### src/verilog/icache_pkg.sv
// shared geometry, address views and channel types for the instruction cache
`default_nettype none

package icache_pkg;

    //////////////////////////////////////////////////
    // geometry
    //////////////////////////////////////////////////
    localparam int INDEX_W    = 4;
    localparam int OFFSET_W   = 2;
    localparam int LINE_WORDS = 4;
    localparam int LINE_W     = 128;
    localparam int TAG_W      = 24;
    localparam int SETS       = 16;

    // field view of a byte address
    typedef struct packed {
        logic [TAG_W-1:0]    tag;
        logic [INDEX_W-1:0]  index;
        logic [OFFSET_W-1:0] offset;
        logic [1:0]          byte_sel;
    } addr_fields_t;

    // one word, read as raw address or as cache fields
    typedef union packed {
        logic [31:0]  raw;
        addr_fields_t f;
    } fetch_addr_u;

    //////////////////////////////////////////////////
    // channels
    //////////////////////////////////////////////////
    typedef struct packed {
        fetch_addr_u addr;
        logic        inval;
    } fetch_req_t;

    // low word of instr is the one at pc
    typedef struct packed {
        logic [31:0] pc;
        logic [63:0] instr;
        logic        second_ok;
    } fetch_resp_t;

    // line aligned, low 4 bits zero
    typedef struct packed {
        logic [31:0] addr;
    } mem_req_t;

    typedef logic [LINE_W-1:0] line_t;

endpackage

`default_nettype wire

### src/verilog/icache_data_array.sv
// two-way line store; synchronous read of both ways, whole-line write per way
`default_nettype none
`timescale 1ns/100ps

module icache_data_array (
    input  logic                           clk,
    input  logic [icache_pkg::INDEX_W-1:0] rd_index,
    output icache_pkg::line_t              rd_line0,
    output icache_pkg::line_t              rd_line1,
    input  logic [1:0]                     wr_en,
    input  logic [icache_pkg::INDEX_W-1:0] wr_index,
    input  icache_pkg::line_t              wr_line
);
    import icache_pkg::*;

    line_t mem [2][SETS];

    // refill writes a full line into one way
    always_ff @(posedge clk) begin
        for (int w = 0; w < 2; w++) begin
            if (wr_en[w]) begin
                mem[w][wr_index] <= wr_line;
            end
        end
    end

    // both ways read every cycle, old data on a same-set write
    always_ff @(posedge clk) begin
        rd_line0 <= mem[0][rd_index];
        rd_line1 <= mem[1][rd_index];
    end

endmodule

`default_nettype wire

### config.mk
export PLATFORM = sky130hd
export DESIGN_NAME = icache_data_array
export DESIGN_NICKNAME = d
export VERILOG_FILES = /design/src/verilog/icache_pkg.sv /design/src/verilog/icache_data_array.sv
export SDC_FILE = /design/constraint.sdc
export NUM_CORES = 2
export LEC_CHECK = 0
export BUFFER_PORTS_ARGS = -buffer_cell sky130_fd_sc_hd__buf_2
export CAP_MARGIN = 0
export CELL_PAD_IN_SITES_DETAIL_PLACEMENT = 1
export CELL_PAD_IN_SITES_GLOBAL_PLACEMENT = 2
export CORE_MARGIN = 1.5
export CORE_UTILIZATION = 45
export DETAILED_ROUTE_END_ITERATION = 8
export GPL_TIMING_DRIVEN = 0
export PLACE_DENSITY = 0.73
export SYNTH_ARGS = -nofsm -noshare
export SYNTH_HDL_FRONTEND = slang
export SYNTH_SLANG_ARGS = --single-unit
### constraint.sdc
create_clock -name clk -period 5.9 [get_ports clk]
set_input_delay 0 -clock clk [delete_from_list [all_inputs] [get_ports clk]]
set_output_delay 0 -clock clk [all_outputs]
set_load 0.1 [all_outputs]
==> impl_metrics.ini <==
[run_status]
status = finished clean

[floorplanning]
start_util_pct = 45.2
die_x_um = 598
core_area_um2 = 352000
die_area_um2 = 357000
rows = 218
die_h_um = 598
ios = 395

[sta]
slew_headroom_pct = 6.84
worst_pin_slew_ns = 1.40
fmax_mhz = 298
period_needed_ns = 3.35
rsz0062_at_grt = false
final-max-slew-violation-count = 0
fin_skew_ns = 0.0446
setup_viol = 0
setup_tns_ns = 0
hold_ws_ns = 0.0685
hold_violations = 0
timing.final.crit_share_pct = 56.8

[setup_path]
cp-end-kind = register
cp.arrival_ns = 4.12
crit_slowest_cell = buf_2
crit_path_cell_trace = dlygate4sd3_1 > buf_2 > buf_4 > buf_2 > buf_1 > mux4_2 > a22oi_1 > nand2_1
critPathRequiredTime_ns = 6.67
criticalPathCategory = in -> reg
critPathBufInv = 5
slowest_delay_ns = 1.06
crit_path_start_kind = input pin
cp_common_cell = buf_2
crit_family = buffers and inverters
crit_fanout = 15

[placement]
dpl.cell_count = 12108
placed_area_um2 = 172000
gp_congestion = 0.769
hpwl_um = 321000
port_buffers = 392

[cts]
cts_buffers = 441
cts_max_level = 5
path_clk_slew_ns = 0.06
cts_root_buffer = clkbuf_16
cts_buffer_depth = 4
cts.sinks = 4352
worstSkewPairLatency_ns = 1.01
cts_tree = built
cts_resized = 0

[logic_synthesis]
ys.flop_type = edfxtp_1
synthCells = 6755
ys_ff_latch = 4352
synth_warnings = 0
netlist_area_um2 = 159000
async_flop_share_pct = 0
synth.distinct_cells = 26
synth_edf_count = 4096
syn_area_per_cell_um2 = 23.6
synth_nets = 6894
yosysSeqAreaShare_pct = 80.5

[run]
drv_cap = 0

[global_route]
track_usage_pct = 26.7
antenna_found_initial = 63
grt_max_degree = 33
grt_pass1_wl_um = 658000
grt_pass1_vias = 83139
grt_overflow_total = 0

[drt]
ant_nets = 0
vias_per_cell = 6.04
routed_wl_um = 477000
dr.pass1.iters = 5
post_drt_wl_per_cell_um = 36.3
via_count = 79390
drt_iter0_drc = 10151
route.detailed.drc = 0

[power_and_ir_drop]
total_power_w = 0.0678
peakVddDrop_v = 0.000267
powerDensity_nw_per_um2 = 361
total_leakage_power_nw = 60.5

[layout]
fin_nets = 8112
fin_area_um2 = 188000
area_growth_pct = 18.2
fillerInstances = 30079
drive_gt1_share_pct = 31.1
instances_no_fill = 13137

[min_path]
hold_class = in -> reg
[state kept, by name (all words and copies together) (netlist names)]
register	flops
mem	4096
rd_line1	128
rd_line0	128
[per-layer routing]
metal	track usage (%)	vias to the layer above	routed length (um)
met1	35.8	43392	185000
met4	9.78	24	18500
met3	5.11	736	40300
li1	-	31310	-
met5	0	-	146
met2	43.7	3928	234000
[where the power goes]
group / total, W / internal (W) / leakage, nW / switching [W]
combinational: 0.00528 / 0.00138 / 14.3 / 0.00390
clock: 0.0277 / 0.0158 / 6.96 / 0.0120
sequential: 0.0348 / 0.0346 / 39.2 / 0.000236
total: 0.0678 / 0.0517 / 60.5 / 0.0161
[area by class of cell]
class                      count  area (um^2)  area share, %
timing repair buffer         775         8350           4.44
multi-input combinational   2038        29400           15.6
sequential                  4352       128000           68.1
antenna                       55          138         0.0732
tap                         4730         5920           3.15
buffer                       365         1840          0.979
clock buffer                 597        12100           6.45
clock inverter               225         2170           1.16
[cell usage in the layout (no fill, tap or decap), types with 22 or more instances in the layout]
cell / synthesis / layout
a22oi_1: 397 / 397
nand2_1: 177 / 177
clkinvlp_4: 0 / 22
diode_2: 0 / 55
dlygate4sd3_1: 0 / 151
o221ai_1: 67 / 67
buf_2: 147 / 539
mux4_2: 934 / 934
clkinv_1: 0 / 66
o21ai_0: 22 / 22
o21ai_1: 24 / 24
clkbuf_1: 131 / 235
nor2_4: 0 / 33
bufinv_16: 0 / 30
edfxtp_1: 4096 / 4096
clkbuf_16: 0 / 447
dfxtp_1: 256 / 256
mux2i_1: 73 / 73
buf_16: 0 / 32
o22a_1: 25 / 25
buf_1: 30 / 30
mux2_2: 147 / 147
clkinv_2: 0 / 76
buf_12: 0 / 199
buf_4: 40 / 40
nor2b_1: 75 / 75
clkbuf_8: 0 / 39
[synthesized netlist by cell type, drive strengths merged, types with 4 or more instances]
master	n	area share [%]
buf	234	0.84
mux2	147	1.0
dfxtp	256	3.2
a221o	4	0.025
clkbuf	131	0.31
mux4	934	13
nor2	40	0.094
mux2i	73	0.46
o21ai	46	0.14
nand2	177	0.42
a22oi	397	1.9
o22ai	8	0.031
o221ai	67	0.37
nand2b	20	0.079
and2	4	0.016
o22a	25	0.14
edfxtp	4096	77
nor2b	75	0.29
a221oi	15	0.083
[through the flow]
stage | util (%) | setup WS [ns]
final | 53.4 | 2.55
after global routing | 53.4 | 2.52
after CTS | 53.4 | 2.52
after detailed placement | 48.9 | 2.09
after global placement | 47.4 | -9.14
after floorplan | - | -0.520
[worst paths after layout]
check,start,end,slack [ns],cells past startpoint
max,rd_index[1],rd_line1[8]$_DFF_P_,2.55,8
min,wr_line[48],mem[0][1712]$_DFFE_PP_,0.07,2
max reg2reg,mem[0][1121]$_DFFE_PP_,rd_line0[97]$_DFF_P_,3.89,3
min reg2reg,mem[0][2179]$_DFFE_PP_,rd_line1[3]$_DFF_P_,0.68,3
[kinds of logic (layout without fill, tap and decap cells)]
| group | count (synthesis) | after routing | share of synthesized area, % |
|---|---|---|---|
| buffers and inverters | 365 | 1962 | 1.15 |
| other | 0 | 55 | 0 |
| DFF | 4352 | 4352 | 80.5 |
| AOI/OAI and AO/OA | 562 | 562 | 2.66 |
| and+or+nand+nor | 322 | 322 | 0.925 |
| muxes | 1154 | 1154 | 14.7 |
[what timing repair did]
item,4_1_cts,5_1_grt
endpoints found under the hold margin,4931,0
setup buffers,0,0
hold buffers,151,0
Power figures use the tool's default switching activity.
