[config.mk]
export PLATFORM = sky130hd
export DESIGN_NAME = icache_fetch_out
export DESIGN_NICKNAME = d
export VERILOG_FILES = /design/src/verilog/icache_pkg.sv /design/src/verilog/icache_fetch_out.sv
export SDC_FILE = /design/constraint.sdc
export NUM_CORES = 1
export LEC_CHECK = 0
export BUFFER_PORTS_ARGS = -buffer_cell sky130_fd_sc_hd__buf_4
export CAP_MARGIN = 20
export CORE_AREA = 4 4 198 200
export CTS_CLUSTER_DIAMETER = 30
export CTS_CLUSTER_SIZE = 25
export DETAILED_ROUTE_END_ITERATION = 10
export DIE_AREA = 0 0 202 204
export PLACE_DENSITY = 0.41
export SETUP_SLACK_MARGIN = 0.3
export SYNTH_ARGS = -nofsm -noshare
export SYNTH_HDL_FRONTEND = slang
export SYNTH_SLANG_ARGS = --single-unit
[constraint.sdc]
create_clock -name clk -period 3.05 [get_ports clk]
set_input_delay 0.915 -clock clk [delete_from_list [all_inputs] [get_ports clk]]
set_output_delay 0.915 -clock clk [all_outputs]
set_load 0.1 [all_outputs]
[src/verilog/icache_pkg.sv]
// shared geometry, address views and channel types for the instruction cache
`default_nettype none

package icache_pkg;

    //////////////////////////////////////////////////
    // geometry
    //////////////////////////////////////////////////
    localparam int INDEX_W    = 4;
    localparam int OFFSET_W   = 2;
    localparam int LINE_WORDS = 4;
    localparam int LINE_W     = 128;
    localparam int TAG_W      = 24;
    localparam int SETS       = 16;

    // field view of a byte address
    typedef struct packed {
        logic [TAG_W-1:0]    tag;
        logic [INDEX_W-1:0]  index;
        logic [OFFSET_W-1:0] offset;
        logic [1:0]          byte_sel;
    } addr_fields_t;

    // one word, read as raw address or as cache fields
    typedef union packed {
        logic [31:0]  raw;
        addr_fields_t f;
    } fetch_addr_u;

    //////////////////////////////////////////////////
    // channels
    //////////////////////////////////////////////////
    typedef struct packed {
        fetch_addr_u addr;
        logic        inval;
    } fetch_req_t;

    // low word of instr is the one at pc
    typedef struct packed {
        logic [31:0] pc;
        logic [63:0] instr;
        logic        second_ok;
    } fetch_resp_t;

    // line aligned, low 4 bits zero
    typedef struct packed {
        logic [31:0] addr;
    } mem_req_t;

    typedef logic [LINE_W-1:0] line_t;

endpackage

`default_nettype wire

[src/verilog/icache_fetch_out.sv]
// picks the line and word pair for the response and holds it under back-pressure
`default_nettype none
`timescale 1ns/100ps

module icache_fetch_out (
    input  logic                            clk,
    input  logic                            rst_n,
    input  icache_pkg::line_t               line0,
    input  icache_pkg::line_t               line1,
    input  icache_pkg::line_t               refill_line,
    input  logic                            sel_way,
    input  logic                            sel_refill,
    input  logic [icache_pkg::OFFSET_W-1:0] word_offset,
    input  logic                            hold,
    input  icache_pkg::fetch_addr_u         pc,
    output icache_pkg::fetch_resp_t         resp
);
    import icache_pkg::*;

    line_t       line_sel;
    logic [63:0] pair;
    logic        second_ok;
    logic [64:0] pair_q;

    always_comb begin
        if (sel_refill) begin
            line_sel = refill_line;
        end else if (sel_way) begin
            line_sel = line1;
        end else begin
            line_sel = line0;
        end
    end

    // second word only usable when it sits in the same line
    always_comb begin
        if (!word_offset[0]) begin
            pair      = line_sel[{word_offset[1], 6'b0} +: 64];
            second_ok = 1'b1;
        end else begin
            pair      = {32'h0, line_sel[{word_offset, 5'b0} +: 32]};
            second_ok = 1'b0;
        end
    end

    // tracks the live pair until hold rises, then freezes
    always_ff @(posedge clk or negedge rst_n) begin
        if (!rst_n) begin
            pair_q <= '0;
        end else if (!hold) begin
            pair_q <= {pair, second_ok};
        end
    end

    assign resp.pc = pc.raw;
    assign {resp.instr, resp.second_ok} = hold ? pair_q : {pair, second_ok};

endmodule

`default_nettype wire

==> key figures <==
STA
  • Clock Skew: 0 ns
  • Min Clock Period, post-route: 3.390 ns
  • Endpoints failing setup: 66
  • Fin. max-slew vios: 0
  • Hold Fails Final Rpt: 0
  • Tcrit/Tclk final: 111.1%
  • RSZ-0062 raised after global routing: true
  • Fmax: 295.0 MHz
  • Worst Slack Setup Final: -0.3399 ns
  • Max_slew headroom: between 30% and 40%
  • Slew @ Worst Pin: 1.001 ns

Final layout
  • Max reg flops: 65
  • Final net count: between 1000 and 1500
  • Layout area overhead: 115.0%
  • Largest regs: pair_q x65
  • Share of layout cells above drive strength 1: between 70% and 80%
  • Most common cell after layout, fill and taps aside: buf_4
  • Most frequent cells in the layout: buf_4 (455), mux2_2 (108), buf_6 (74), nand2_1 (65), dfrtp_1 (65)
  • Largest reg by FF count: pair_q
  • Fin area: 0.01246 sq mm

Flow run
  • Max Cap Viol: 0

Floorplan
  • Initial Utilization: roughly 15%
  • Die H: 204 microns
  • DIE AREA: 0.04121 sq mm
  • Core area: roughly 0.037 sq mm
  • Number of I/O pins: 520
  • Die width: 202 microns
  • Site row count: 71

Power
  • Clock power frac: 22.9%
  • Logic pwr share: 56.7%
  • Peak supply drop: 223.9 uV
  • Sw Pwr: 2006 uW
  • Switching part of the total: 40.86%
  • Pint: 2903 uW
  • Leak Pwr: 0.005530 uW
  • PwrDens: 393.8 mW/mm^2
  • Seq pwr share: 20.4%

Clock tree
  • # clock sinks: between 60 and 70
  • Cts bufs inserted: 9
  • CTS Buffer Depth: 2
  • CTS clock-pin slew for the worst setup and hold paths: 0.07 ns
  • CTS tree: yes
  • CTS Hold Bufs: 0
  • Clk root buf: clkbuf_16
  • Worst skew pair latency: about 0.33 ns
  • H-tree levels: 3

GRT
  • GRT Overall Usage: 15.82%
  • GRT overflow: 0
  • Vias in the first global route: 7497
  • Initial antenna violation count: 3
  • Global-route wire length before repair: 48850 microns
  • Largest net degree at the start of global routing: 66

Synth
  • Synth Area per Inst: 11.41 sq um
  • YS warnings: 0
  • Mapped Area: between 0.005 and 0.006 sq mm
  • #FFs+latches synth: 65
  • Sequential element share of the synthesized area: 28.06%
  • Post-Synthesis Cells: about 500
  • Post-synth top area share: 28.06%
  • Area leader, netlist: dfrtp_1
  • Synth Net Count: 931
  • Post-synth cell types: 21
  • Top post-synthesis cells by area: dfrtp_1 (28%), mux2_2 (23%), mux4_2 (12%), a222oi_1 (5.5%), mux2i_1 (5.5%)

Drt
  • Vias/cell: between 4 and 5
  • Routed Antenna Nets: 0
  • Number of DRC markers in iteration 0: between 300 and 400
  • Vias: 6599
  • Drt pass-1 iters: 6
  • Post-Route WL: ~35000 microns
  • WL/cell: around 22 microns
  • DRC errors left: 0

Placement
  • IO Port Bufs: 455
  • Dpl cell area: 0.01021 sq mm
  • DP HPWL: about 25000 microns
  • Routability congestion estimate: 0.7634
  • Dpl ws: -0.4628 ns

Setup path
  • CP Launch Type: input pin
  • CP Max Fanout: 6
  • Critical path capture point type: output pin
  • Critical path required time: 2.13 ns
  • CP arrival: between 2 and 2.5 ns
  • Kind of critical path: input pin to output pin

Status
  • Outcome: finished, violations left
  • Failing checks: negative setup slack

Worst hold path
  • Hold WC Path Type: flop to flop
-- through the flow --
stage / setup TNS (ns) / utilization [%] / total power, uW / hold WS (ns) / instances
after global placement: -20.83 / 27.30 / 3277 / 0.4616 / 1465
final: -13.60 / 33.32 / 4908 / 0.4906 / 1546
after detailed placement: -22.06 / 27.30 / 3283 / 0.4632 / 1465
after global routing: -17.81 / 33.32 / 5133 / 0.5090 / 1546
after CTS: -12.92 / 31.87 / 4856 / 0.4899 / 1519
after floorplan: -74.54 / - / 2618 / 0.6194 / 508
-- metal layers --
| metal | vias to the layer above | part of all wire, % | global-route usage, % |
|---|---|---|---|
| li1 | 3039 | - | - |
| met1 | 3213 | 39 | 18.38 |
| met2 | 315 | 53 | 29.03 |
| met3 | 28 | 7.4 | 4.554 |
| met4 | 4 | 1.1 | 3.198 |
| met5 | - | 0.069 | 0 |
-- kinds of logic (layout without fill, tap and decap cells) --
family                 Yosys count  count (layout)  synth area share (%)
AO/OA/AOI/OAI                   97              97                 13.90
buffers and inverters           85             611                 9.993
flip-flops                      65              65                 28.06
multiplexers                   192             192                 42.89
other                            0               1                     0
AND/OR/NAND/NOR                 69              69                 5.159
-- power by group through the flow --
stage	combinational, uW	clock (uW)	sequential, uW
finish	2780	1120	1000
global route	2910	1210	1010
CTS	2670	1190	1000
detailed placement	2270	0	1020
global placement	2260	0	1010
floorplan	1610	0	1010
-- critical path, stage by stage --
cell	delay (ns)
buf_16	0.14
buf_16	0.13
buf_12	0.10
mux4_2	0.50
mux2i_1	0.24
o211ai_1	0.18
buf_6	0.24
-- cells in the mapped netlist --
| cell | n |
|---|---|
| nand2b_1 | 1 |
| mux4_2 | 32 |
| a222oi_1 | 32 |
| nor4_4 | 1 |
| mux2i_1 | 32 |
| o31ai_1 | 32 |
| dfrtp_1 | 65 |
| buf_12 | 3 |
| nor3b_2 | 1 |
| buf_2 | 19 |
| o21ai_0 | 1 |
| o211ai_1 | 32 |
| nor4b_2 | 1 |
| clkbuf_1 | 17 |
| mux2_1 | 10 |
| buf_6 | 8 |
| buf_4 | 34 |
| mux2_4 | 1 |
| buf_1 | 4 |
| nand2_1 | 65 |
| mux2_2 | 117 |
-- path summary, 6_finish.rpt --
kind	start	endpoint	slack, ns	cells past startpoint
max	sel_way	resp[6]	-0.34	7
min	pair_q[58]	pair_q[58]	0.49	2
max reg2reg	pair_q[6]	pair_q[6]	0.61	14
min reg2reg	pair_q[58]	pair_q[58]	0.49	2
max in group asynchronous	rst_n	pair_q[19]	1.66	1
min in group asynchronous	rst_n	pair_q[64]	0.73	1
-- final cells by class --
type,count,area [sq um]
multi-input cells,358,4223
well taps,511,639.4
clock buffers,12,256.5
diodes,1,2.502
repair buffers,596,5675
clock inverters,3,40.04
fillers,3779,24940
flip-flops and latches,65,1627
-- what timing repair did --
action,in CTS,in global routing
resized for setup,188,69
pin swaps,17,25
endpoints found under the setup margin,65,66
cloned,9,2
buffers inserted,30,24
(Power assumes the default switching activity.)
