## src/verilog/icache_pkg.sv

```systemverilog
// shared geometry, address views and channel types for the instruction cache
`default_nettype none

package icache_pkg;

    //////////////////////////////////////////////////
    // geometry
    //////////////////////////////////////////////////
    localparam int INDEX_W    = 4;
    localparam int OFFSET_W   = 2;
    localparam int LINE_WORDS = 4;
    localparam int LINE_W     = 128;
    localparam int TAG_W      = 24;
    localparam int SETS       = 16;

    // field view of a byte address
    typedef struct packed {
        logic [TAG_W-1:0]    tag;
        logic [INDEX_W-1:0]  index;
        logic [OFFSET_W-1:0] offset;
        logic [1:0]          byte_sel;
    } addr_fields_t;

    // one word, read as raw address or as cache fields
    typedef union packed {
        logic [31:0]  raw;
        addr_fields_t f;
    } fetch_addr_u;

    //////////////////////////////////////////////////
    // channels
    //////////////////////////////////////////////////
    typedef struct packed {
        fetch_addr_u addr;
        logic        inval;
    } fetch_req_t;

    // low word of instr is the one at pc
    typedef struct packed {
        logic [31:0] pc;
        logic [63:0] instr;
        logic        second_ok;
    } fetch_resp_t;

    // line aligned, low 4 bits zero
    typedef struct packed {
        logic [31:0] addr;
    } mem_req_t;

    typedef logic [LINE_W-1:0] line_t;

endpackage

`default_nettype wire

```

## src/verilog/icache_tag_array.sv

```systemverilog
// two-way tag store with valid bits; registered read index and per-way hit compare
`default_nettype none
`timescale 1ns/100ps

module icache_tag_array (
    input  logic                           clk,
    input  logic                           rst_n,
    input  logic [icache_pkg::INDEX_W-1:0] rd_index,
    input  logic [icache_pkg::TAG_W-1:0]   cmp_tag,
    output logic [1:0]                     hit,
    input  logic [1:0]                     wr_en,
    input  logic [icache_pkg::INDEX_W-1:0] wr_index,
    input  logic [icache_pkg::TAG_W-1:0]   wr_tag,
    input  logic                           inval_en,
    input  logic [icache_pkg::INDEX_W-1:0] inval_index
);
    import icache_pkg::*;

    logic [TAG_W-1:0]      tag_mem [2][SETS];
    logic [1:0][SETS-1:0]  valid_q;
    logic [INDEX_W-1:0]    rd_index_q;

    // tag storage, no reset
    always_ff @(posedge clk) begin
        for (int w = 0; w < 2; w++) begin
            if (wr_en[w]) begin
                tag_mem[w][wr_index] <= wr_tag;
            end
        end
    end

    always_ff @(posedge clk or negedge rst_n) begin
        if (!rst_n) begin
            valid_q    <= '0;
            rd_index_q <= '0;
        end else begin
            rd_index_q <= rd_index;
            for (int w = 0; w < 2; w++) begin
                if (wr_en[w]) begin
                    valid_q[w][wr_index] <= 1'b1;
                end
            end
            // invalidate wins over a fill to the same set
            if (inval_en) begin
                valid_q[0][inval_index] <= 1'b0;
                valid_q[1][inval_index] <= 1'b0;
            end
        end
    end

    // compare against the set read last edge
    always_comb begin
        for (int w = 0; w < 2; w++) begin
            hit[w] = valid_q[w][rd_index_q] && (tag_mem[w][rd_index_q] == cmp_tag);
        end
    end

endmodule

`default_nettype wire

```

## config.mk

```make
export PLATFORM = sky130hd
export DESIGN_NAME = icache_tag_array
export DESIGN_NICKNAME = d
export VERILOG_FILES = /design/src/verilog/icache_pkg.sv /design/src/verilog/icache_tag_array.sv
export SDC_FILE = /design/constraint.sdc
export NUM_CORES = 1
export LEC_CHECK = 0
export BUFFER_PORTS_ARGS = -buffer_cell sky130_fd_sc_hd__buf_2
export CORE_MARGIN = 2
export CORE_UTILIZATION = 67
export DETAILED_ROUTE_END_ITERATION = 8
export PLACE_DENSITY = 0.84
export SLEW_MARGIN = 25
export SYNTH_ARGS = -nofsm -noshare
export SYNTH_HDL_FRONTEND = slang
export SYNTH_SLANG_ARGS = --single-unit
```

## constraint.sdc

```tcl
create_clock -name clk -period 4.7 [get_ports clk]
set_input_delay 0.705 -clock clk [delete_from_list [all_inputs] [get_ports clk]]
set_output_delay 0.705 -clock clk [all_outputs]
set_load 0.02 [all_outputs]
```

==> summary.txt <==
Floorplanning
  • I/O pin count: 67
  • Core Region: 47400 sq um
  • Die H: 223 um
  • Number of core rows: 80
  • Initial core utilization: between 60 and 70%
  • Die W: 223 um
  • Die Area: 49600 sq um

Setup path
  • Worst reg2reg path endpoint: valid_q[3]$_DFF_PN0_
  • WS Path Type: reg -> out
  • Cell Chain, Critical Path: buf_4 > mux4_2 > xnor2_1 > o21ai_1 > o311ai_0 > or4_1 > nor4_4 > buf_2
  • Critical Path Fanout Max: 16
  • CP max-delay cell: or4_1
  • Worst Path Required: 3990 ps
  • Worst r2r path cells: 1
  • Worst EP arrival: 4030 ps
  • Worst r2r src: valid_q[3]$_DFF_PN0_
  • Crit path capture type: output pin
  • Reg2Reg Setup Slack: between 3000 and 4000 ps
  • Startpoint types: flop
  • Critical Path Max Stage Delay: about 590 ps

Status
  • Violated checks: setup timing
  • Outcome: finished, violations left

Worst hold path
  • HP Class: in -> reg
  • Hold worst-path end: rd_index_q[3]$_DFF_PN0_
  • HP Start: rd_index[3]
  • Worst hold path depth: 1

Routing
  • Top sig layer: met5
  • Wire length on met1: 30.3 mm
  • Final WL: around 94 mm
  • Avg WL per Cell: 38.9 um
  • DRT Pass-1 Iters: 8
  • # DRC: 0
  • DR vias/cell: just under 8
  • Met3 wire len: approximately 13 mm
  • Post-route ant nets: 0
  • 1st-iter DRT viols: 3924
  • Vias post-DR: around 19000
  • Met2 Wirelength: 44.1 mm

Clock tree
  • Clk_lat worst skew: about 620 ps
  • Max Buffers Root-to-Sink: 3
  • Clock root buffer: clkbuf_16
  • H-tree depth: 3
  • CTS tree: done
  • Post-CTS Hold Buffers: 0
  • CTS Buf Count: 76
  • Clock Sinks: 804
  • Clk pin slew, worst setup/hold paths: 60 ps

STA
  • Achievable frequency: 211 MHz
  • Slew Limit Fails: 0
  • Fin crit share: 101%
  • Final hold slack: 195 ps
  • # setup viols final: 1
  • Worst clock skew: 0 ps
  • Max transition margin: 25.3%
  • Tmin final: between 4000 and 5000 ps
  • Final Hold Fails: 0
  • Actual slew at the worst max-slew pin: ~1100 ps
  • Worst Slack Setup Final: -31.8 ps

Power
  • Worst vdd ir: 0.000331 V
  • P_leak: 12.0 nW
  • Power Dens Cells: 428 nW/um^2

Logic synthesis
  • Top-area cell type share of the netlist area: a little under three quarters
  • Asr flop ratio synth: 4.48%
  • Mean area per synthesized cell: 20.2 sq um
  • Register bit count reported by yosys: 804
  • Synth Flop Type: edfxtp_1
  • Synth area leader: edfxtp_1
  • Syn Inst Count: between 1500 and 2000
  • Post-synth EDFFs: 768
  • Unique masters post-synth: 61
  • Post-Syn Nets: 1653
  • Synth Warn #: 0
  • Main area contributors after synthesis: edfxtp_1 72%, mux4_2 13%, dfrtp_1 2.8%
  • Mapped Area: around 32000 sq um
  • Sequential-to-total area share from yosys stat: 74.8%

GRT
  • Number of antenna violations at the first check in global routing: 3
  • Largest net degree at the start of global routing: 56
  • GR Overflow Total: 0
  • First-pass GRT wire length: 128 mm
  • Total GRT Usage: 37.1%
  • Vias in the first global route: about 18000

Place
  • GPL Wtd Cong: between 0.9 and 1
  • Placed inst area: roughly 34000 sq um
  • Placed Cells: 2252
  • Dpl hpwl: 49.0 mm
  • Port Buf Inserts: 66

Final layout
  • Fin cells: 2409
  • Finished Cell Area: around 37000 sq um
  • Area grow syn2layout: 14.0%
  • Fraction of layout cells with a size suffix above 1: a little over a quarter
  • Layout Nets: around 1800

Flow run
  • Max cap viols: 0
power by group:
| part | leakage (nW) | internal [mW] | total [mW] | switching (mW) |
|---|---|---|---|---|
| clock | 1.19 | 3.59 | 6.26 | 2.67 |
| sequential | 7.37 | 8.05 | 8.16 | 0.107 |
| combinational | 3.43 | 0.463 | 1.20 | 0.737 |
| total | 12.0 | 12.1 | 15.6 | 3.52 |
cell usage after synthesis, drive strengths merged, types with 6 or more instances:
cell type and n:
nand4 7, o22ai 9, nand2 58, a2111oi 6, nand2b 7, nand3 13
a22oi 22, edfxtp 768, a21oi 19, a221oi 9, o21ai 32, o21a 32
a22o 11, dfrtp 36, buf 55, clkbuf 23, nor2b 11, mux2i 90
xor2 13, nor3 13, inv 17, xnor2 43, mux4 179, nor2 55
kinds of logic (layout without fill, tap and decap cells):
family / count (synthesis) / count (layout) / synth area share, %
AND/OR/NAND/NOR: 183 / 183 / 2.64
other: 0 / 3 / 0
flip-flops: 804 / 804 / 74.8
buffers and inverters: 97 / 300 / 1.59
multiplexers: 272 / 272 / 15.5
AO/OA/AOI/OAI: 176 / 176 / 3.93
XOR/XNOR: 56 / 56 / 1.53
cells in the final DEF, fill, tap and decap left out, types with 32 or more instances in the layout:
cell type / netlist / final
buf_2: 23 / 66
buf_4: 13 / 47
clkbuf_16: 0 / 82
dfrtp_1: 36 / 32
edfxtp_1: 768 / 768
mux2i_1: 90 / 90
mux4_2: 179 / 179
nand2_1: 58 / 58
o21a_1: 32 / 32
xnor2_1: 43 / 43
per-stage QoR:
step	setup TNS [ps]	setup slack, ps	utilization (%)	power, mW
3_3_place_gp	0	430	70.4	9.29
3_5_place_dp	0	433	70.8	9.35
2_1_floorplan	0	1070	-	8.89
5_1_grt	-55.1	-55.1	77.0	15.9
4_1_cts	0	110	76.4	15.4
6_report	-31.8	-31.8	77.0	15.6
worst max path at each step:
| stage | start | cells after the start | slack, ps | endpoint |
|---|---|---|---|---|
| after CTS | rd_index_q[0]$_DFF_PN0_ | 9 | 110 | hit[1] |
| after global routing | rd_index_q[0]$_DFF_PN0_ | 10 | -60 | hit[0] |
| after global placement | rd_index_q[0]$_DFF_PN0_ | 9 | 430 | hit[1] |
| after detailed placement | rd_index_q[0]$_DFF_PN0_ | 9 | 430 | hit[1] |
| final | rd_index_q[2]$_DFF_PN0_ | 8 | -30 | hit[1] |
| after floorplan | rd_index_q[2]$_DFF_PN0_ | 8 | 1070 | hit[1] |
metal layers:
layer,global-route usage (%),vias up
met1,48.7,9289
li1,-,6847
met2,57.8,2145
met5,0,-
met3,8.85,488
met4,21.7,2
worst max-delay path: cells and delay by family (launching register included):
kind	cells	cell delay (ps)
AOI/OAI and AO/OA	2	690
and+or+nand+nor	2	960
muxes	1	410
DFF	1	580
xor gates and xnor gates	1	160
buffers and inverters	2	580
what timing repair did:
action,4_1_cts,5_1_grt
endpoints found under the setup margin,2,2
buffers inserted,5,2
gates resized for setup,12,14
hold endpoints to repair,0,0
cloned,2,1
pin swaps,1,1
final cells by class:
class | count | area (sq um)
clock buffers | 104 | 2110
multi-input cells | 687 | 7820
fillers | 2344 | 10900
clock inverters | 33 | 352
flip-flops and latches | 804 | 24000
diodes | 3 | 7.51
well taps | 615 | 769
repair buffers | 144 | 1410
inverters | 19 | 71.3
registers in the layout (all words and copies together) (netlist names):
| signal | cells |
|---|---|
| rd_index_q | 4 |
| valid_q | 32 |
| tag_mem | 768 |
Note: power is estimated with default switching activity, not from simulation.
