[src/verilog/icache_pkg.sv]
// shared geometry, address views and channel types for the instruction cache
`default_nettype none

package icache_pkg;

    //////////////////////////////////////////////////
    // geometry
    //////////////////////////////////////////////////
    localparam int INDEX_W    = 4;
    localparam int OFFSET_W   = 2;
    localparam int LINE_WORDS = 4;
    localparam int LINE_W     = 128;
    localparam int TAG_W      = 24;
    localparam int SETS       = 16;

    // field view of a byte address
    typedef struct packed {
        logic [TAG_W-1:0]    tag;
        logic [INDEX_W-1:0]  index;
        logic [OFFSET_W-1:0] offset;
        logic [1:0]          byte_sel;
    } addr_fields_t;

    // one word, read as raw address or as cache fields
    typedef union packed {
        logic [31:0]  raw;
        addr_fields_t f;
    } fetch_addr_u;

    //////////////////////////////////////////////////
    // channels
    //////////////////////////////////////////////////
    typedef struct packed {
        fetch_addr_u addr;
        logic        inval;
    } fetch_req_t;

    // low word of instr is the one at pc
    typedef struct packed {
        logic [31:0] pc;
        logic [63:0] instr;
        logic        second_ok;
    } fetch_resp_t;

    // line aligned, low 4 bits zero
    typedef struct packed {
        logic [31:0] addr;
    } mem_req_t;

    typedef logic [LINE_W-1:0] line_t;

endpackage

`default_nettype wire

[src/verilog/icache_lru.sv]
// per-set LRU bit for two ways; names the victim way of the buffered set
`default_nettype none
`timescale 1ns/100ps

module icache_lru (
    input  logic                           clk,
    input  logic                           rst_n,
    input  logic [icache_pkg::INDEX_W-1:0] rd_index,
    output logic                           victim,
    input  logic                           use_valid,
    input  logic [icache_pkg::INDEX_W-1:0] use_index,
    input  logic                           use_way
);
    import icache_pkg::*;

    // bit set means way 1 is least recently used
    logic [SETS-1:0] lru_q;

    always_ff @(posedge clk or negedge rst_n) begin
        if (!rst_n) begin
            lru_q <= '0;
        end else if (use_valid) begin
            lru_q[use_index] <= ~use_way;
        end
    end

    assign victim = lru_q[rd_index];

endmodule

`default_nettype wire

[config.mk]
export PLATFORM = sky130hd
export DESIGN_NAME = icache_lru
export DESIGN_NICKNAME = d
export VERILOG_FILES = /design/src/verilog/icache_pkg.sv /design/src/verilog/icache_lru.sv
export SDC_FILE = /design/constraint.sdc
export NUM_CORES = 1
export LEC_CHECK = 0
export BUFFER_PORTS_ARGS = -buffer_cell sky130_fd_sc_hd__buf_2
export CAP_MARGIN = 20
export CORE_ASPECT_RATIO = 0.75
export CORE_MARGIN = 5
export CORE_UTILIZATION = 40
export DETAILED_ROUTE_END_ITERATION = 8
export GPL_ROUTABILITY_DRIVEN = 0
export GPL_TIMING_DRIVEN = 0
export SYNTH_ARGS = -nofsm -noshare
export SYNTH_HDL_FRONTEND = slang
export SYNTH_SLANG_ARGS = --single-unit
[constraint.sdc]
create_clock -name clk -period 3.7 [get_ports clk]
set_clock_uncertainty 0.15 [all_clocks]
set_input_delay 0.185 -clock clk [delete_from_list [all_inputs] [get_ports clk]]
set_output_delay 0.185 -clock clk [all_outputs]
set_load 0.05 [all_outputs]
==> flow_summary.ini, run 1 <==
[power]
p_int_uw = 318.0
power_switching_uw = 128.7
p_seq_frac = 0.509
p_clk_frac = 0.260
leakagePower_uw = 0.0003768
vdd_ir_drop_max_mv = 0.2774
swShare = 0.2881
powerDensity_nw_per_um2 = 487.0
combPwrFrac = 0.231

[route]
m1WireLength_um = 891
vias = 625
drc_errors = 0
wl_met2_um = 704
avgRoutedWirePerCell_um = 16.47
drt-initial-drc-count = 21
firstDrtPassIters = 4
postRouteAntennaNets = 0
routed_wl_um = 1729
top_layer_used = met4
post_drt_via_cell_ratio = 5.952
wl_met3_um = 110

[sta]
setup_viol = 0
finalSetupTns_ps = 0
fmax_ghz = 0.5198
final_max_slew_viol_count = 0
worst_pin_slew_ps = 479.8
whs_ps = 156.6
fin_crit_sh = 0.5200
hold_viol_final = 0
rsz0062_at_grt = false
min_period_ps = 1924
slew_headroom = 0.6801
setup_ws_ps = 1776

[final_layout]
drive_above_1_share = 0.2530
nets = 96
fin_util = 0.5080
syn_to_final_growth_pct = 16.35
largest_reg_flops = 16
insertedDiodeCount = 0
largestRegisters = lru_q x16
top_register = lru_q

[worst_setup_path]
cp_data_arrival_time_ps = 1590
r2r_slack_ps = 2850
cp_max_fo = 2
start_kind = register
crit_required_ps = 3370
end_kind = output port
path_class = reg2out

[clocking]
clockBufferDepth = 2
ctsRootBufferMaster = clkbuf_4
cts_made_buffers = 3
clk_pin_slew_ps = 100
clk_latency_ps = 280
cts.sinks = 16
h-tree-depth = 1
cts_tree = built

[die]
ios = 13
dieHeight_um = 48.45
die_w_um = 61.26
fp.coreArea_um2 = 1805
die-area_um2 = 2968
initial_utilization = 0.4366
fp-row-count = 13

[placed_design]
pre_cts_ws_ps = 2036
port_buffers = 11

[status]
outcome = finished clean

[grt]
antenna_found_initial = 0
grt.overflow.total = 0
grt_pass1_vias = 554
grt_usage = 0.1313
grt_max_degree = 17
grt_first_pass_wirelength_um = 2787

[yosys]
synth_cells = 67
synthesis.nets = 79
synth_seq_cells = 16
syn_area_per_cell_um2 = 11.77
ys_seq_area_frac = 0.5079
ys_warn_count = 0
syn_area_um2 = 788.3
ys_types = 14

[job]
cap_violations = 0

[hold_path]
hp-class = in2reg
kinds of logic (layout without fill, tap and decap cells):
family / after synthesis / count (layout) / synth area share
compound gates: 32 / 32 / 0.2540
buf+inv: 4 / 20 / 0.02063
flops: 16 / 16 / 0.5079
simple gates: 8 / 8 / 0.06507
mux: 7 / 7 / 0.1524
cell type report:
type / count / area, µm²
Multi-Input combinational cell: 47 / 371.6
Timing Repair Buffer: 12 / 65.06
Fill cell: 182 / 888.4
Buffer: 4 / 16.27
Tap cell: 22 / 27.53
Sequential cell: 16 / 400.4
Clock buffer: 4 / 36.28
per-stage QoR:
step / area [µm²] / total power, µW / cells
6_report: 917.1 / 446.7 / 105
3_5_place_dp: 870.8 / 333.2 / 100
3_3_place_gp: 870.8 / 329.8 / 100
5_1_grt: 917.1 / 475.6 / 105
4_1_cts: 917.1 / 451.5 / 105
2_1_floorplan: 788.3 / 300.4 / 67
worst max-delay path, stage by stage (launching register included):
cell,delay [ps]
dfrtp_1,380
mux4_2,480
mux2i_1,140
mux2i_1,80
buf_2,210
cell usage in the layout, fill, tap and decap left out:
cell type and count:
o31ai_1 16, clkbuf_8 1, nand2b_1 2, o21ai_1 4
mux2i_1 3, nand2_1 1, mux4_2 4, or3b_1 1
nand3_1 1, clkbuf_4 3, buf_2 12, dlygate4sd3_1 1
or2_2 1, o21ai_0 12, clkbuf_1 3, nand3b_1 2
dfrtp_1 16
power groups by stage:
stage	sequential, µW	combinational (µW)	clock, µW
CTS	228	104	120
global placement	230	99.8	0
floorplan	224	76.6	0
detailed placement	231	102	0
finish	227	103	116
global route	232	116	128
what timing repair did:
item	CTS	global route
endpoints found under the hold margin	16	0
gates resized for setup	0	0
buffers inserted	0	0
hold buffers	1	0
endpoints found under the setup margin	0	0
per-layer routing:
metal,vias up,GRT usage
li1,300,-
met1,301,0.2053
met2,22,0.1620
met3,2,0.04762
met4,0,0.04332
met5,-,0
cell usage after synthesis:
library cell | number | area (µm²)
dfrtp_1 | 16 | 400.4
o31ai_1 | 16 | 120.1
o21ai_0 | 12 | 60.06
mux4_2 | 4 | 90.09
o21ai_1 | 4 | 20.02
clkbuf_1 | 3 | 11.26
mux2i_1 | 3 | 30.03
nand2b_1 | 2 | 12.51
nand3b_1 | 2 | 15.01
buf_2 | 1 | 5.000
nand2_1 | 1 | 3.750
nand3_1 | 1 | 5.000
or2_2 | 1 | 6.260
or3b_1 | 1 | 8.760
path summary, 6_finish.rpt:
path                                             from                     to  depth (start not counted)
worst max-delay path            lru_q[11]$_DFFE_PN0P_                 victim                          4
worst min register to register   lru_q[8]$_DFFE_PN0P_   lru_q[8]$_DFFE_PN0P_                          2
worst min-delay path                          use_way   lru_q[3]$_DFFE_PN0P_                          2
min in group asynchronous                       rst_n  lru_q[14]$_DFFE_PN0P_                          2
worst max register to register  lru_q[13]$_DFFE_PN0P_  lru_q[13]$_DFFE_PN0P_                          2
max in group asynchronous                       rst_n   lru_q[2]$_DFFE_PN0P_                          2
Power figures use the tool's default switching activity.
==> inputs of run 2 (changes only) <==
Clock period 3.7 ns to 1.7 ns, I/O delays scaled along.
==> flow_summary.ini, run 2 (synthesis gave the netlist of run 1 again) <==
[status]
outcome = complete, but fails checks
violations = negative setup slack

[final_layout]
largest_reg_flops = 16
nFillCells = 182
drive_above_1_share = 0.2530
fin_util = 0.5094
top_register = lru_q
stdcell_count = 105
largestRegisters = lru_q x16
insertedDiodeCount = 0
final_cell_mix = o31ai_1 (16), dfrtp_1 (16), o21ai_0 (12)
syn_to_final_growth_pct = 16.67
nets = 96

[clocking]
cts_made_buffers = 3
clk_pin_slew_ps = 100
ctsRootBufferMaster = clkbuf_4
clockBufferDepth = 2
post_cts_buffers = 0
h-tree-depth = 1
cts.sinks = 16
cts_tree = built
clk_latency_ps = 280

[placed_design]
placedCellCount = 100
pre_cts_ws_ps = 189.6
port_buffers = 11

[route]
firstDrtPassIters = 4
vias = 623
drc_errors = 0
routed_wl_um = 1732
postRouteAntennaNets = 0
drt-initial-drc-count = 21
avgRoutedWirePerCell_um = 16.50
post_drt_via_cell_ratio = 5.933

[die]
fp-row-count = 13
initial_utilization = 0.4366
dieHeight_um = 48.45
die_w_um = 61.26
die-area_um2 = 2968
ios = 13
fp.coreArea_um2 = 1805

[sta]
fin_crit_sh = 1.064
whs_ps = 56.59
hold_viol_final = 0
final_max_slew_viol_count = 0
setup_viol = 1
setup_ws_ps = -108.1
slew_headroom = 0.6801
rsz0062_at_grt = true
finalSetupTns_ps = -108.1
min_period_ps = 1808
fmax_ghz = 0.5531
worst_pin_slew_ps = 479.8

[power]
powerDensity_nw_per_um2 = 1062
leakagePower_uw = 0.0003772
vdd_ir_drop_max_mv = 0.6303

[worst_setup_path]
r2r_cells = 2
path_class = reg2out
end_kind = output port
crit_required_ps = 1460
start_kind = register
cp_data_arrival_time_ps = 1570
cp_max_fo = 2

[job]
cap_violations = 0

[hold_path]
hp-class = in2reg
holdPathStages = 2

[grt]
grt_max_degree = 17
grt_usage = 0.1313
grt_first_pass_wirelength_um = 2787
grt_pass1_vias = 554
grt.overflow.total = 0
antenna_found_initial = 0
run 2: critical path: stages (launching register included):
cell and delay (ps):
dfrtp_1 380, mux4_2 480, mux2i_1 140, mux2i_1 80
buf_4 190
run 2: final cells by class:
class                   count  area (µm²)  area share
clock buffers               4       36.28     0.03946
multi-input cells          47       371.6      0.4041
plain buffers               4       16.27     0.01769
well taps                  22       27.53     0.02993
flip-flops and latches     16       400.4      0.4354
repair buffers             12       67.56     0.07347
run 2: timing repair:
| item | 4_1_cts | 5_1_grt |
|---|---|---|
| hold buffers | 1 | 0 |
| hold endpoints to repair | 16 | 0 |
| resized for setup | 1 | 0 |
| endpoints found under the setup margin | 1 | 1 |
| cloned | 0 | 0 |
| pin swaps | 0 | 0 |
run 2: per-stage QoR:
stage,total power (µW),cell area (µm²)
global route,1039,919.6
CTS,986.9,919.6
finish,976.5,919.6
floorplan,653.8,788.3
global placement,717.8,870.8
detailed placement,725.1,870.8
run 2: worst paths after layout:
check                                      start                    end  slack (ps)
setup / recovery           lru_q[11]$_DFFE_PN0P_                 victim        -110
hold / removal                           use_way   lru_q[3]$_DFFE_PN0P_          60
setup reg to reg           lru_q[13]$_DFFE_PN0P_  lru_q[13]$_DFFE_PN0P_         850
hold reg to reg             lru_q[8]$_DFFE_PN0P_   lru_q[8]$_DFFE_PN0P_         350
max in group asynchronous                  rst_n   lru_q[2]$_DFFE_PN0P_        1070
min in group asynchronous                  rst_n  lru_q[14]$_DFFE_PN0P_          70
run 2: layer usage:
| layer | up-vias | wire, µm | track usage |
|---|---|---|---|
| met5 | - | 0 | 0 |
| met4 | 0 | 23 | 0.04332 |
| met3 | 2 | 109 | 0.04762 |
| met2 | 22 | 702 | 0.1620 |
| met1 | 299 | 897 | 0.2053 |
| li1 | 300 | - | - |
run 2: where the power goes:
| part | total, µW | internal (µW) | switching, µW |
|---|---|---|---|
| clock network | 253 | 130 | 122 |
| registers | 495 | 457 | 37.7 |
| logic | 229 | 108 | 120 |
| total | 976 | 696 | 280 |
