### src/verilog/icache_pkg.sv
// shared geometry, address views and channel types for the instruction cache
`default_nettype none

package icache_pkg;

    //////////////////////////////////////////////////
    // geometry
    //////////////////////////////////////////////////
    localparam int INDEX_W    = 4;
    localparam int OFFSET_W   = 2;
    localparam int LINE_WORDS = 4;
    localparam int LINE_W     = 128;
    localparam int TAG_W      = 24;
    localparam int SETS       = 16;

    // field view of a byte address
    typedef struct packed {
        logic [TAG_W-1:0]    tag;
        logic [INDEX_W-1:0]  index;
        logic [OFFSET_W-1:0] offset;
        logic [1:0]          byte_sel;
    } addr_fields_t;

    // one word, read as raw address or as cache fields
    typedef union packed {
        logic [31:0]  raw;
        addr_fields_t f;
    } fetch_addr_u;

    //////////////////////////////////////////////////
    // channels
    //////////////////////////////////////////////////
    typedef struct packed {
        fetch_addr_u addr;
        logic        inval;
    } fetch_req_t;

    // low word of instr is the one at pc
    typedef struct packed {
        logic [31:0] pc;
        logic [63:0] instr;
        logic        second_ok;
    } fetch_resp_t;

    // line aligned, low 4 bits zero
    typedef struct packed {
        logic [31:0] addr;
    } mem_req_t;

    typedef logic [LINE_W-1:0] line_t;

endpackage

`default_nettype wire

### src/verilog/icache_ctrl.sv
// request buffer and lookup/refill FSM; drives handshakes, array writes and output select
`default_nettype none
`timescale 1ns/100ps

module icache_ctrl (
    input  logic                            clk,
    input  logic                            rst_n,
    input  logic                            req_valid,
    output logic                            req_ready,
    input  icache_pkg::fetch_req_t          req,
    output logic                            resp_valid,
    input  logic                            resp_ready,
    output icache_pkg::fetch_addr_u         pc,
    output logic                            mem_req_valid,
    input  logic                            mem_req_ready,
    output icache_pkg::mem_req_t            mem_req,
    input  logic                            mem_resp_valid,
    output logic [icache_pkg::INDEX_W-1:0]  rd_index,
    output logic [icache_pkg::TAG_W-1:0]    cmp_tag,
    input  logic [1:0]                      hit,
    input  logic                            victim,
    output logic [1:0]                      tag_wr_en,
    output logic [1:0]                      data_wr_en,
    output logic [icache_pkg::INDEX_W-1:0]  wr_index,
    output logic [icache_pkg::TAG_W-1:0]    wr_tag,
    output logic                            inval_en,
    output logic                            lru_use_valid,
    output logic                            lru_use_way,
    output logic                            sel_way,
    output logic                            sel_refill,
    output logic [icache_pkg::OFFSET_W-1:0] word_offset,
    output logic                            hold
);
    import icache_pkg::*;

    typedef enum logic [1:0] {
        S_IDLE,
        S_MISS_REQ,
        S_REFILL,
        S_INVAL
    } state_t;

    state_t     state_q;
    state_t     state_d;
    fetch_req_t buf_q;
    logic       lk_valid_q;
    logic       lk_valid_d;
    logic       held_q;
    logic       lookup;
    logic       hit_any;
    logic       fill;
    logic       accept;
    logic       resp_fire;
    logic [1:0] fill_way;

    //////////////////////////////////////////////////
    // handshakes
    //////////////////////////////////////////////////
    assign lookup  = (state_q == S_IDLE) && lk_valid_q;
    assign hit_any = |hit;
    assign fill    = (state_q == S_REFILL) && mem_resp_valid;

    // a held response stays valid whatever the arrays now return
    assign resp_valid = (lookup && (held_q || hit_any)) || fill;
    assign resp_fire  = resp_valid && resp_ready;

    // idle, or the pending response leaves this cycle
    assign req_ready = (state_q == S_IDLE) && (!lk_valid_q || resp_fire);
    assign accept    = req_valid && req_ready;

    assign mem_req_valid = (state_q == S_MISS_REQ);
    assign mem_req.addr  = {buf_q.addr.f.tag, buf_q.addr.f.index, {(OFFSET_W + 2){1'b0}}};

    //////////////////////////////////////////////////
    // array side
    //////////////////////////////////////////////////
    // new index on the accept edge, else keep the buffered set
    assign rd_index = accept ? req.addr.f.index : buf_q.addr.f.index;
    assign cmp_tag  = buf_q.addr.f.tag;
    assign wr_index = buf_q.addr.f.index;
    assign wr_tag   = buf_q.addr.f.tag;

    assign fill_way   = {victim, ~victim};
    assign tag_wr_en  = fill ? fill_way : 2'b00;
    assign data_wr_en = fill ? fill_way : 2'b00;
    assign inval_en   = (state_q == S_INVAL);

    // LRU touched once per hit, and on the fill
    assign lru_use_valid = (lookup && hit_any && !held_q) || fill;
    assign lru_use_way   = sel_way;

    // output stage select
    assign sel_refill  = (state_q == S_REFILL);
    assign sel_way     = sel_refill ? victim : hit[1];
    assign word_offset = buf_q.addr.f.offset;
    assign hold        = held_q;
    assign pc          = buf_q.addr;

    //////////////////////////////////////////////////
    // FSM
    //////////////////////////////////////////////////
    always_comb begin
        state_d    = state_q;
        lk_valid_d = lk_valid_q;
        case (state_q)
            S_IDLE: begin
                if (resp_fire) begin
                    lk_valid_d = 1'b0;
                end
                if (lookup && !held_q && !hit_any) begin
                    state_d    = S_MISS_REQ;
                    lk_valid_d = 1'b0;
                end
                if (accept) begin
                    lk_valid_d = !req.inval;
                    if (req.inval) begin
                        state_d = S_INVAL;
                    end
                end
            end
            S_MISS_REQ: begin
                if (mem_req_ready) begin
                    state_d = S_REFILL;
                end
            end
            S_REFILL: begin
                // an untaken refill response waits in idle as a held lookup
                if (mem_resp_valid) begin
                    state_d    = S_IDLE;
                    lk_valid_d = !resp_ready;
                end
            end
            default: begin
                state_d = S_IDLE;
            end
        endcase
    end

    always_ff @(posedge clk or negedge rst_n) begin
        if (!rst_n) begin
            state_q    <= S_IDLE;
            lk_valid_q <= 1'b0;
            held_q     <= 1'b0;
        end else begin
            state_q    <= state_d;
            lk_valid_q <= lk_valid_d;
            held_q     <= resp_valid && !resp_ready;
        end
    end

    // request buffer
    always_ff @(posedge clk) begin
        if (accept) begin
            buf_q <= req;
        end
    end

endmodule

`default_nettype wire

### config.mk
export PLATFORM = sky130hd
export DESIGN_NAME = icache_ctrl
export DESIGN_NICKNAME = d
export VERILOG_FILES = /design/src/verilog/icache_pkg.sv /design/src/verilog/icache_ctrl.sv
export SDC_FILE = /design/constraint.sdc
export NUM_CORES = 1
export LEC_CHECK = 0
export BUFFER_PORTS_ARGS = -buffer_cell sky130_fd_sc_hd__buf_4
export CORE_UTILIZATION = 34
export CTS_CLUSTER_SIZE = 24
export DETAILED_ROUTE_END_ITERATION = 12
export PLACE_DENSITY = 0.76
export SKIP_CTS_REPAIR_TIMING = 1
export SYNTH_ARGS = -nofsm -noshare
export SYNTH_HDL_FRONTEND = slang
export SYNTH_SLANG_ARGS = --single-unit
### constraint.sdc
create_clock -name clk -period 2.1 [get_ports clk]
set_input_delay 0.42 -clock clk [delete_from_list [all_inputs] [get_ports clk]]
set_output_delay 0.42 -clock clk [all_outputs]
set_load 0.005 [all_outputs]
==> results.yml, run 1 <==
drt:
  wl_met1_um: 1710
  routed_wl_um: 4740
  wire_per_inst_um: 13.8
  dr_wl_met2_um: 2590
  drtIter0Drc: 28
  wl_met3_um: 394
  drc: 0
  viasPerCell: 4.22
  vias: 1452
  ant_nets: 0
  firstDrtPassIters: 4
  top_layer_used: "met4"
power_and_ir_drop:
  powerDensity_nw_per_um2: 1070
  power.internal_uw: 2200
  p_leak_uw: 0.00142
  netSwitchingPower_uw: 956
  p_comb_share_pct: 43.9
  p_seq_share_pct: 37.3
  max-vdd-ir-drop_v: 0.000541
  clockPowerShare_pct: 18.8
  switching_share_pct: 30.3
critical_path:
  regToRegStartpoint: "hold"
  worstReg2RegEnd: "pc[23]"
  setup.worst_path.start_class: "register"
  reg2reg_slack_ns: 0.18
  worst-r2r-cell-count: 6
  crit_arrival_ns: 1.94
  endpoint_kind: "output port"
  critical_path_class: "register to output port"
  cp_max_fo: 5
  crit_required_ns: 1.68
timing:
  setup_viol: 4
  drv_slew: 0
  tns_ns: -1.02
  layout_setup_ws_ns: -0.258
  post-route-period-util_pct: 112
  max_freq_ghz: 0.424
  hold_viol: 0
  fin_worst_skew_ns: 0.00558
  rsz0062_at_grt: "yes"
  period_minus_slack_ns: 2.36
finish:
  drive_above_1_share_pct: 71.0
  fill_cells: 495
  finalInstanceArea_um2: 2940
  nNetsFinal: 313
  syn_to_final_growth_pct: 44.3
  final_common_cell: "buf_4"
  num_antenna_cells: 0
  final_core_util_pct: 52.1
  layout_common_cells: "180 x buf_4, 32 x edfxtp_1, 6 x nor2_1"
logic_synthesis:
  syn-instance-count: 170
  synth_seq_cells: 36
  yosysSeqAreaShare_pct: 52.1
  yosys.area.top_type: "edfxtp_1"
  yosysTopAreaCellShare_pct: 47.2
  synth-xor-area-share_pct: 0
  synthAdderAreaFrac_pct: 0
  synth-compound-area-share_pct: 3.87
  synth.distinct_cells: 28
  synth.area.top_cells: "edfxtp_1 47%, buf_4 33%, dfrtp_1 4.9%, mux2_1 2.2%, mux2_2 1.1%"
  synth_top_family_by_area: "buffers and inverters"
  ys_warn_count: 0
  synth-simple-area-share_pct: 6.76
  syn_area_per_cell_um2: 12.0
  synth_mux_area_share_pct: 3.32
  netlist_area_um2: 2040
placement:
  place_congestion: 0.715
  placed_area_um2: 2810
  hpwlAfterDp_um: 3880
  io_buffers: 172
clock_network:
  htree_levels: 2
  cts_buffers: 5
  clk_path_buf_depth: 2
  cts_tree: "built"
  path_clk_slew_ns: 0.07
  insertion_delay_ns: 0.28
  ctsRootBufferMaster: "clkbuf_8"
  clock-sinks: 36
floorplanning:
  die_h_um: 79.4
  dieArea_um2: 6300
  core_um2: 5640
  row_count: 27
  die_x_um: 79.4
  start_util_pct: 36.1
  io_pins: 177
grt:
  grt_pass1_wl_um: 6440
  antenna_found_initial: 0
  overflow: 0
  grt_use_total_pct: 13.8
  grt_max_degree: 20
  grt_pass1_vias: 1285
hold_path:
  worstHoldStart: "req[28]"
  min_path_cells: 1
  hold_path_class: "primary input to register"
  whs_endpoint: "pc[27]"
run:
  drv_cap: 0
run_status:
  status: "finished, violations left"
  violations: "negative setup slack"
[Yosys cell counts, drive strengths merged]
cell and instances:
mux2 6, a21oi 2, clkbuf 1, o32ai 1, nand2 4, nand2b 2
dfrtp 4, or4b 1, a21boi 1, or3 1, a31oi 1, o211ai 1
and3b 2, nor2 6, buf 89, inv 4, and2 1, nand4 1
edfxtp 32, nand3 1, nor2b 2, o31ai 2, nor3b 2, conb 1
o21ai 2
[how the worst max path moves through the flow]
stage | from | end | slack [ns] | cells past startpoint
after floorplan | hit[1] | pc[0] | 0.09 | 3
after global placement | hit[1] | rd_index[2] | -0.17 | 5
after detailed placement | hit[1] | rd_index[0] | -0.18 | 5
after CTS | hold | rd_index[2] | -0.28 | 4
after global routing | hold | rd_index[1] | -0.33 | 4
final | hold | rd_index[0] | -0.26 | 4
[per-stage QoR]
step                      hold slack (ns)  total power, uW  instances  worst slack [ns]
after floorplan                     0.124             1980        173            0.0884
after CTS                         -0.0809             3190        342            -0.282
final                               0.310             3150        344            -0.258
after global routing                0.290             3340        344            -0.330
after detailed placement            0.227             2570        334            -0.177
after global placement              0.224             2550        334            -0.167
[power groups by stage]
stage	Sequential (uW)	Combinational, uW	Clock, uW
after detailed placement	1190	1380	0
after global placement	1180	1370	0
after CTS	1180	1390	617
final	1180	1380	592
after global routing	1200	1480	651
after floorplan	1160	819	0
[routing by layer]
| layer | vias to the layer above | global-route usage [%] |
|---|---|---|
| met5 | - | 0 |
| met4 | 0 | 4.55 |
| met3 | 6 | 4.00 |
| met2 | 94 | 26.3 |
| met1 | 672 | 14.3 |
| li1 | 680 | - |
[critical path: stages, from the launching register on]
cell and delay, ns:
dfrtp_1 0.39, or4b_4 0.51, o211ai_4 0.27, mux2_1 0.36, buf_4 0.14
[flip-flops by register name, summed over array words and instances, names as in the netlist]
signal / cells
pc: 32
state_q: 2
hold: 1
lk_valid_q: 1
[kinds of logic after synthesis]
kind of cell / Yosys count
DFF: 36
AOI/OAI and AO/OA: 10
muxes: 6
and+or+nand+nor: 23
buffers and inverters: 94
other: 1
[area by class of cell]
| class | count | area [um2] | share of cell area, % |
|---|---|---|---|
| clock buffer | 5 | 68.8 | 2.34 |
| clock inverter | 3 | 42.5 | 1.45 |
| multi-input combinational | 43 | 299 | 10.2 |
| sequential | 36 | 1060 | 36.1 |
| timing repair buffer | 181 | 1360 | 46.3 |
| inverter | 4 | 15.0 | 0.511 |
| tap | 72 | 90.1 | 3.07 |
(Power assumes the default switching activity.)
==> run 2: changes to the inputs <==
--- a/config.mk
+++ b/config.mk
@@ -6,10 +6,11 @@
 export NUM_CORES = 1
 export LEC_CHECK = 0
 export BUFFER_PORTS_ARGS = -buffer_cell sky130_fd_sc_hd__buf_4
-export CORE_UTILIZATION = 34
+export CORE_UTILIZATION = 35
+export CTS_BUF_LIST = sky130_fd_sc_hd__clkbuf_8
 export CTS_CLUSTER_SIZE = 24
 export DETAILED_ROUTE_END_ITERATION = 12
-export PLACE_DENSITY = 0.76
+export PLACE_DENSITY = 0.78
 export SKIP_CTS_REPAIR_TIMING = 1
 export SYNTH_ARGS = -nofsm -noshare
 export SYNTH_HDL_FRONTEND = slang
==> results.yml, run 2 (same netlist as run 1, synthesis figures left out) <==
timing:
  tns_ns: -1.00
  rsz0062_at_grt: "yes"
  period_minus_slack_ns: 2.35
  fin_worst_skew_ns: 0.00587
  hold_viol: 0
  drv_slew: 0
  timing.hold.ws_ns: 0.308
  max_freq_ghz: 0.425
  post-route-period-util_pct: 112
  layout_setup_ws_ns: -0.254
  setup_viol: 4
floorplanning:
  row_count: 27
  io_pins: 177
  core_um2: 5540
  die_x_um: 78.3
  die_h_um: 78.3
  start_util_pct: 36.7
  dieArea_um2: 6130
grt:
  grt_pass1_wl_um: 6560
  antenna_found_initial: 0
  grt_max_degree: 21
  overflow: 0
  grt_pass1_vias: 1286
  grt_use_total_pct: 14.4
finish:
  syn_to_final_growth_pct: 45.4
  largest_reg_flops: 32
  nNetsFinal: 314
  layout_common_cells: "180 x buf_4, 32 x edfxtp_1, 6 x nor2_1"
  layout.cells.non_filler: 345
  seq_area_um2: 1060
  num_antenna_cells: 0
  final_common_cell: "buf_4"
  multi_input_area_um2: 302
  finalInstanceArea_um2: 2960
  drive_above_1_share_pct: 71.4
  fill_cells: 497
clock_network:
  path_clk_slew_ns: 0.07
  htree_levels: 2
  insertion_delay_ns: 0.28
  cts_tree: "built"
  clk_path_buf_depth: 2
  clock-sinks: 36
  ctsRootBufferMaster: "clkbuf_8"
  cts_buffers: 5
placement:
  dpl.cell_count: 335
  hpwlAfterDp_um: 3840
  io_buffers: 172
  placed_area_um2: 2830
  place_congestion: 0.760
critical_path:
  crit_required_ns: 1.68
  critical_path_class: "register to output port"
  cp_max_fo: 5
  crit_buf_inv: 1
  cp_top_family: "simple AND/OR/NAND/NOR gates"
  cp_cell_sequence: "or4b_4 > o211ai_4 > mux2_1 > buf_4"
  setup.worst_path.start_class: "register"
  crit_arrival_ns: 1.93
  reg2reg_slack_ns: 0.18
  crit_slowest_cell: "or4b_4"
  endpoint_kind: "output port"
  max_stage_delay_ns: 0.50
drt:
  wire_per_inst_um: 13.7
  ant_nets: 0
  firstDrtPassIters: 4
  vias: 1449
  drtIter0Drc: 27
  viasPerCell: 4.20
  routed_wl_um: 4740
  drc: 0
run_status:
  status: "finished, violations left"
  violations: "negative setup slack"
power_and_ir_drop:
  max-vdd-ir-drop_v: 0.000532
  p_leak_uw: 0.00142
  finalPower_uw: 3190
  powerDensity_nw_per_um2: 1080
run:
  drv_cap: 0
hold_path:
  hold_path_class: "primary input to register"
run 2: cell types whose count changed in the layout (fill, tap and decap cells not counted), sizes merged:
cell  change
buf       +1
run 2: where the power goes:
part / switching [uW] / leakage (uW) / internal (uW)
clock network: 246 / 0.0000541 / 351
registers: 168 / 0.000348 / 998
logic: 550 / 0.00102 / 878
total: 965 / 0.00142 / 2230
run 2: metrics by stage:
step	worst slack (ns)	util, %
2_1_floorplan	0.0884	-
3_3_place_gp	-0.157	51.1
3_5_place_dp	-0.160	51.1
4_1_cts	-0.269	53.1
5_1_grt	-0.322	53.4
6_report	-0.254	53.4
run 2: path summary, 6_finish.rpt:
path,startpoint,cells past startpoint,end
min reg2reg,state_q[1],1,state_q[0]
max reg2reg,hold,6,pc[16]
max,hold,4,rd_index[0]
min in group asynchronous,rst_n,2,hold
max in group asynchronous,rst_n,2,state_q[1]
min,req[29],1,pc[28]
run 2: layout make-up:
type	count	area share (%)
well taps	72	3.04
multi-input cells	43	10.2
clock inverters	3	1.44
flip-flops and latches	36	35.8
clock buffers	5	2.32
repair buffers	182	46.7
inverters	4	0.507
run 2: per-layer routing:
metal | global-route usage (%) | vias up | share of wire, %
met5 | 0 | - | 0
met4 | 4.44 | 0 | 0.86
met3 | 3.84 | 6 | 7.6
met2 | 28.9 | 86 | 57
met1 | 14.0 | 677 | 34
li1 | - | 680 | -
==> run 3: changes to the inputs <==
--- a/config.mk
+++ b/config.mk
@@ -10,7 +10,7 @@
 export CTS_BUF_LIST = sky130_fd_sc_hd__clkbuf_8
 export CTS_CLUSTER_SIZE = 24
 export DETAILED_ROUTE_END_ITERATION = 12
-export PLACE_DENSITY = 0.78
+export PLACE_DENSITY = 0.82
 export SKIP_CTS_REPAIR_TIMING = 1
 export SYNTH_ARGS = -nofsm -noshare
 export SYNTH_HDL_FRONTEND = slang
==> results.yml, run 3 (same netlist as run 1, synthesis figures left out) <==
drt:
  drc: 0
  vias: 1460
  firstDrtPassIters: 4
  routed_wl_um: 4760
  wire_per_inst_um: 13.9
  viasPerCell: 4.26
  ant_nets: 0
  drtIter0Drc: 31
grt:
  grt_pass1_vias: 1299
  grt_use_total_pct: 14.3
  overflow: 0
  antenna_found_initial: 0
  grt_pass1_wl_um: 6620
  grt_max_degree: 19
finish:
  finalInstanceArea_um2: 2910
  syn_to_final_growth_pct: 42.8
  largest_reg_flops: 32
  layout_common_cells: "179 x buf_4, 32 x edfxtp_1, 6 x nor2_1"
  num_antenna_cells: 0
  final_common_cell: "buf_4"
  drive_above_1_share_pct: 71.2
  nNetsFinal: 312
  fill_cells: 487
timing:
  drv_slew: 0
  fin_worst_skew_ns: 0.00693
  setup_viol: 4
  rsz0062_at_grt: "yes"
  period_minus_slack_ns: 2.37
  hold_viol: 0
  max_freq_ghz: 0.422
  post-route-period-util_pct: 113
  timing.hold.ws_ns: 0.308
  layout_setup_ws_ns: -0.271
clock_network:
  clock-sinks: 36
  cts_tree: "built"
  cts_buffers: 5
  ctsRootBufferMaster: "clkbuf_8"
  insertion_delay_ns: 0.28
  clk_path_buf_depth: 2
  path_clk_slew_ns: 0.08
  htree_levels: 2
placement:
  io_buffers: 172
  place_congestion: 0.754
  placed_area_um2: 2810
  hpwlAfterDp_um: 3800
critical_path:
  critical_path_class: "register to output port"
  cp_max_fo: 5
  setup.worst_path.start_class: "register"
  critPathLaunch: "hold"
  crit_required_ns: 1.68
  regToRegStartpoint: "hold"
  worst-r2r-cell-count: 4
  endpoint: "rd_index[2]"
  worstReg2RegEnd: "pc[30]"
  crit_arrival_ns: 1.95
  reg2reg_slack_ns: 0.35
  endpoint_kind: "output port"
run:
  drv_cap: 0
floorplanning:
  dieArea_um2: 6130
  die_h_um: 78.3
  start_util_pct: 36.7
  row_count: 27
  core_um2: 5540
  io_pins: 177
  die_x_um: 78.3
power_and_ir_drop:
  max-vdd-ir-drop_v: 0.000469
  p_leak_uw: 0.00140
  powerDensity_nw_per_um2: 1050
  netSwitchingPower_uw: 970
  clockPowerShare_pct: 15.8
  p_comb_share_pct: 45.8
  switching_share_pct: 31.9
  p_seq_share_pct: 38.4
  power.internal_uw: 2070
hold_path:
  hold_path_class: "primary input to register"
run_status:
  violations: "negative setup slack"
  status: "finished, violations left"
-- run 3: changes by cell type in the layout (fill, tap and decap cells not counted) --
| cell | before | now |
|---|---|---|
| buf_12 | 1 | 0 |
| buf_4 | 180 | 179 |
| bufinv_16 | 1 | 0 |
| clkinv_2 | 1 | 2 |
| clkinv_4 | 0 | 1 |
| clkinvlp_4 | 1 | 0 |
| dfrtp_1 | 4 | 3 |
| dfrtp_2 | 0 | 1 |
| nor2b_1 | 1 | 2 |
| nor2b_2 | 1 | 0 |
-- run 3: worst min-delay path by stage --
stage | startpoint | endpoint | slack (ns) | cells past startpoint
global placement | rst_n | state_q[0] | 0.22 | 1
finish | req[2] | pc[1] | 0.31 | 1
detailed placement | rst_n | state_q[1] | 0.23 | 1
CTS | rst_n | lk_valid_q | -0.09 | 1
floorplan | rst_n | hold | 0.12 | 0
global route | req[2] | pc[1] | 0.29 | 1
-- run 3: area by class of cell --
type | instances | area [um2] | share of cell area, %
tap | 72 | 90.1 | 3.10
clock inverter | 3 | 18.8 | 0.645
inverter | 4 | 15.0 | 0.516
multi-input combinational | 43 | 299 | 10.3
sequential | 36 | 1060 | 36.5
timing repair buffer | 180 | 1350 | 46.6
clock buffer | 5 | 68.8 | 2.37
-- run 3: stage by stage --
stage,setup WS (ns),total power [uW],util (%),instances,TNS (ns)
after global routing,-0.344,3220,52.5,343,-1.33
after floorplan,0.0884,1980,-,173,0
final,-0.271,3040,52.5,343,-1.07
after global placement,-0.196,2550,50.7,334,-0.747
after CTS,-0.306,3080,52.3,342,-1.20
after detailed placement,-0.198,2590,50.7,334,-0.762
-- run 3: per-layer routing --
| layer | track usage (%) | part of all wire, % | up-vias |
|---|---|---|---|
| li1 | - | - | 676 |
| met1 | 14.5 | 34 | 678 |
| met2 | 28.0 | 56 | 99 |
| met3 | 3.72 | 8.0 | 7 |
| met4 | 5.00 | 1.3 | 0 |
| met5 | 0 | 0 | - |
-- run 3: critical path, cell delays in order, from the launching register on --
cell and delay (ns):
dfrtp_1 0.39, or4b_4 0.51, o211ai_4 0.28, mux2_1 0.36, buf_4 0.14
-- run 3: power by group through the flow --
stage	logic (uW)	registers, uW	clock network [uW]
detailed placement	1410	1180	0
floorplan	819	1160	0
global placement	1380	1170	0
global route	1500	1200	525
finish	1390	1170	481
CTS	1410	1170	500
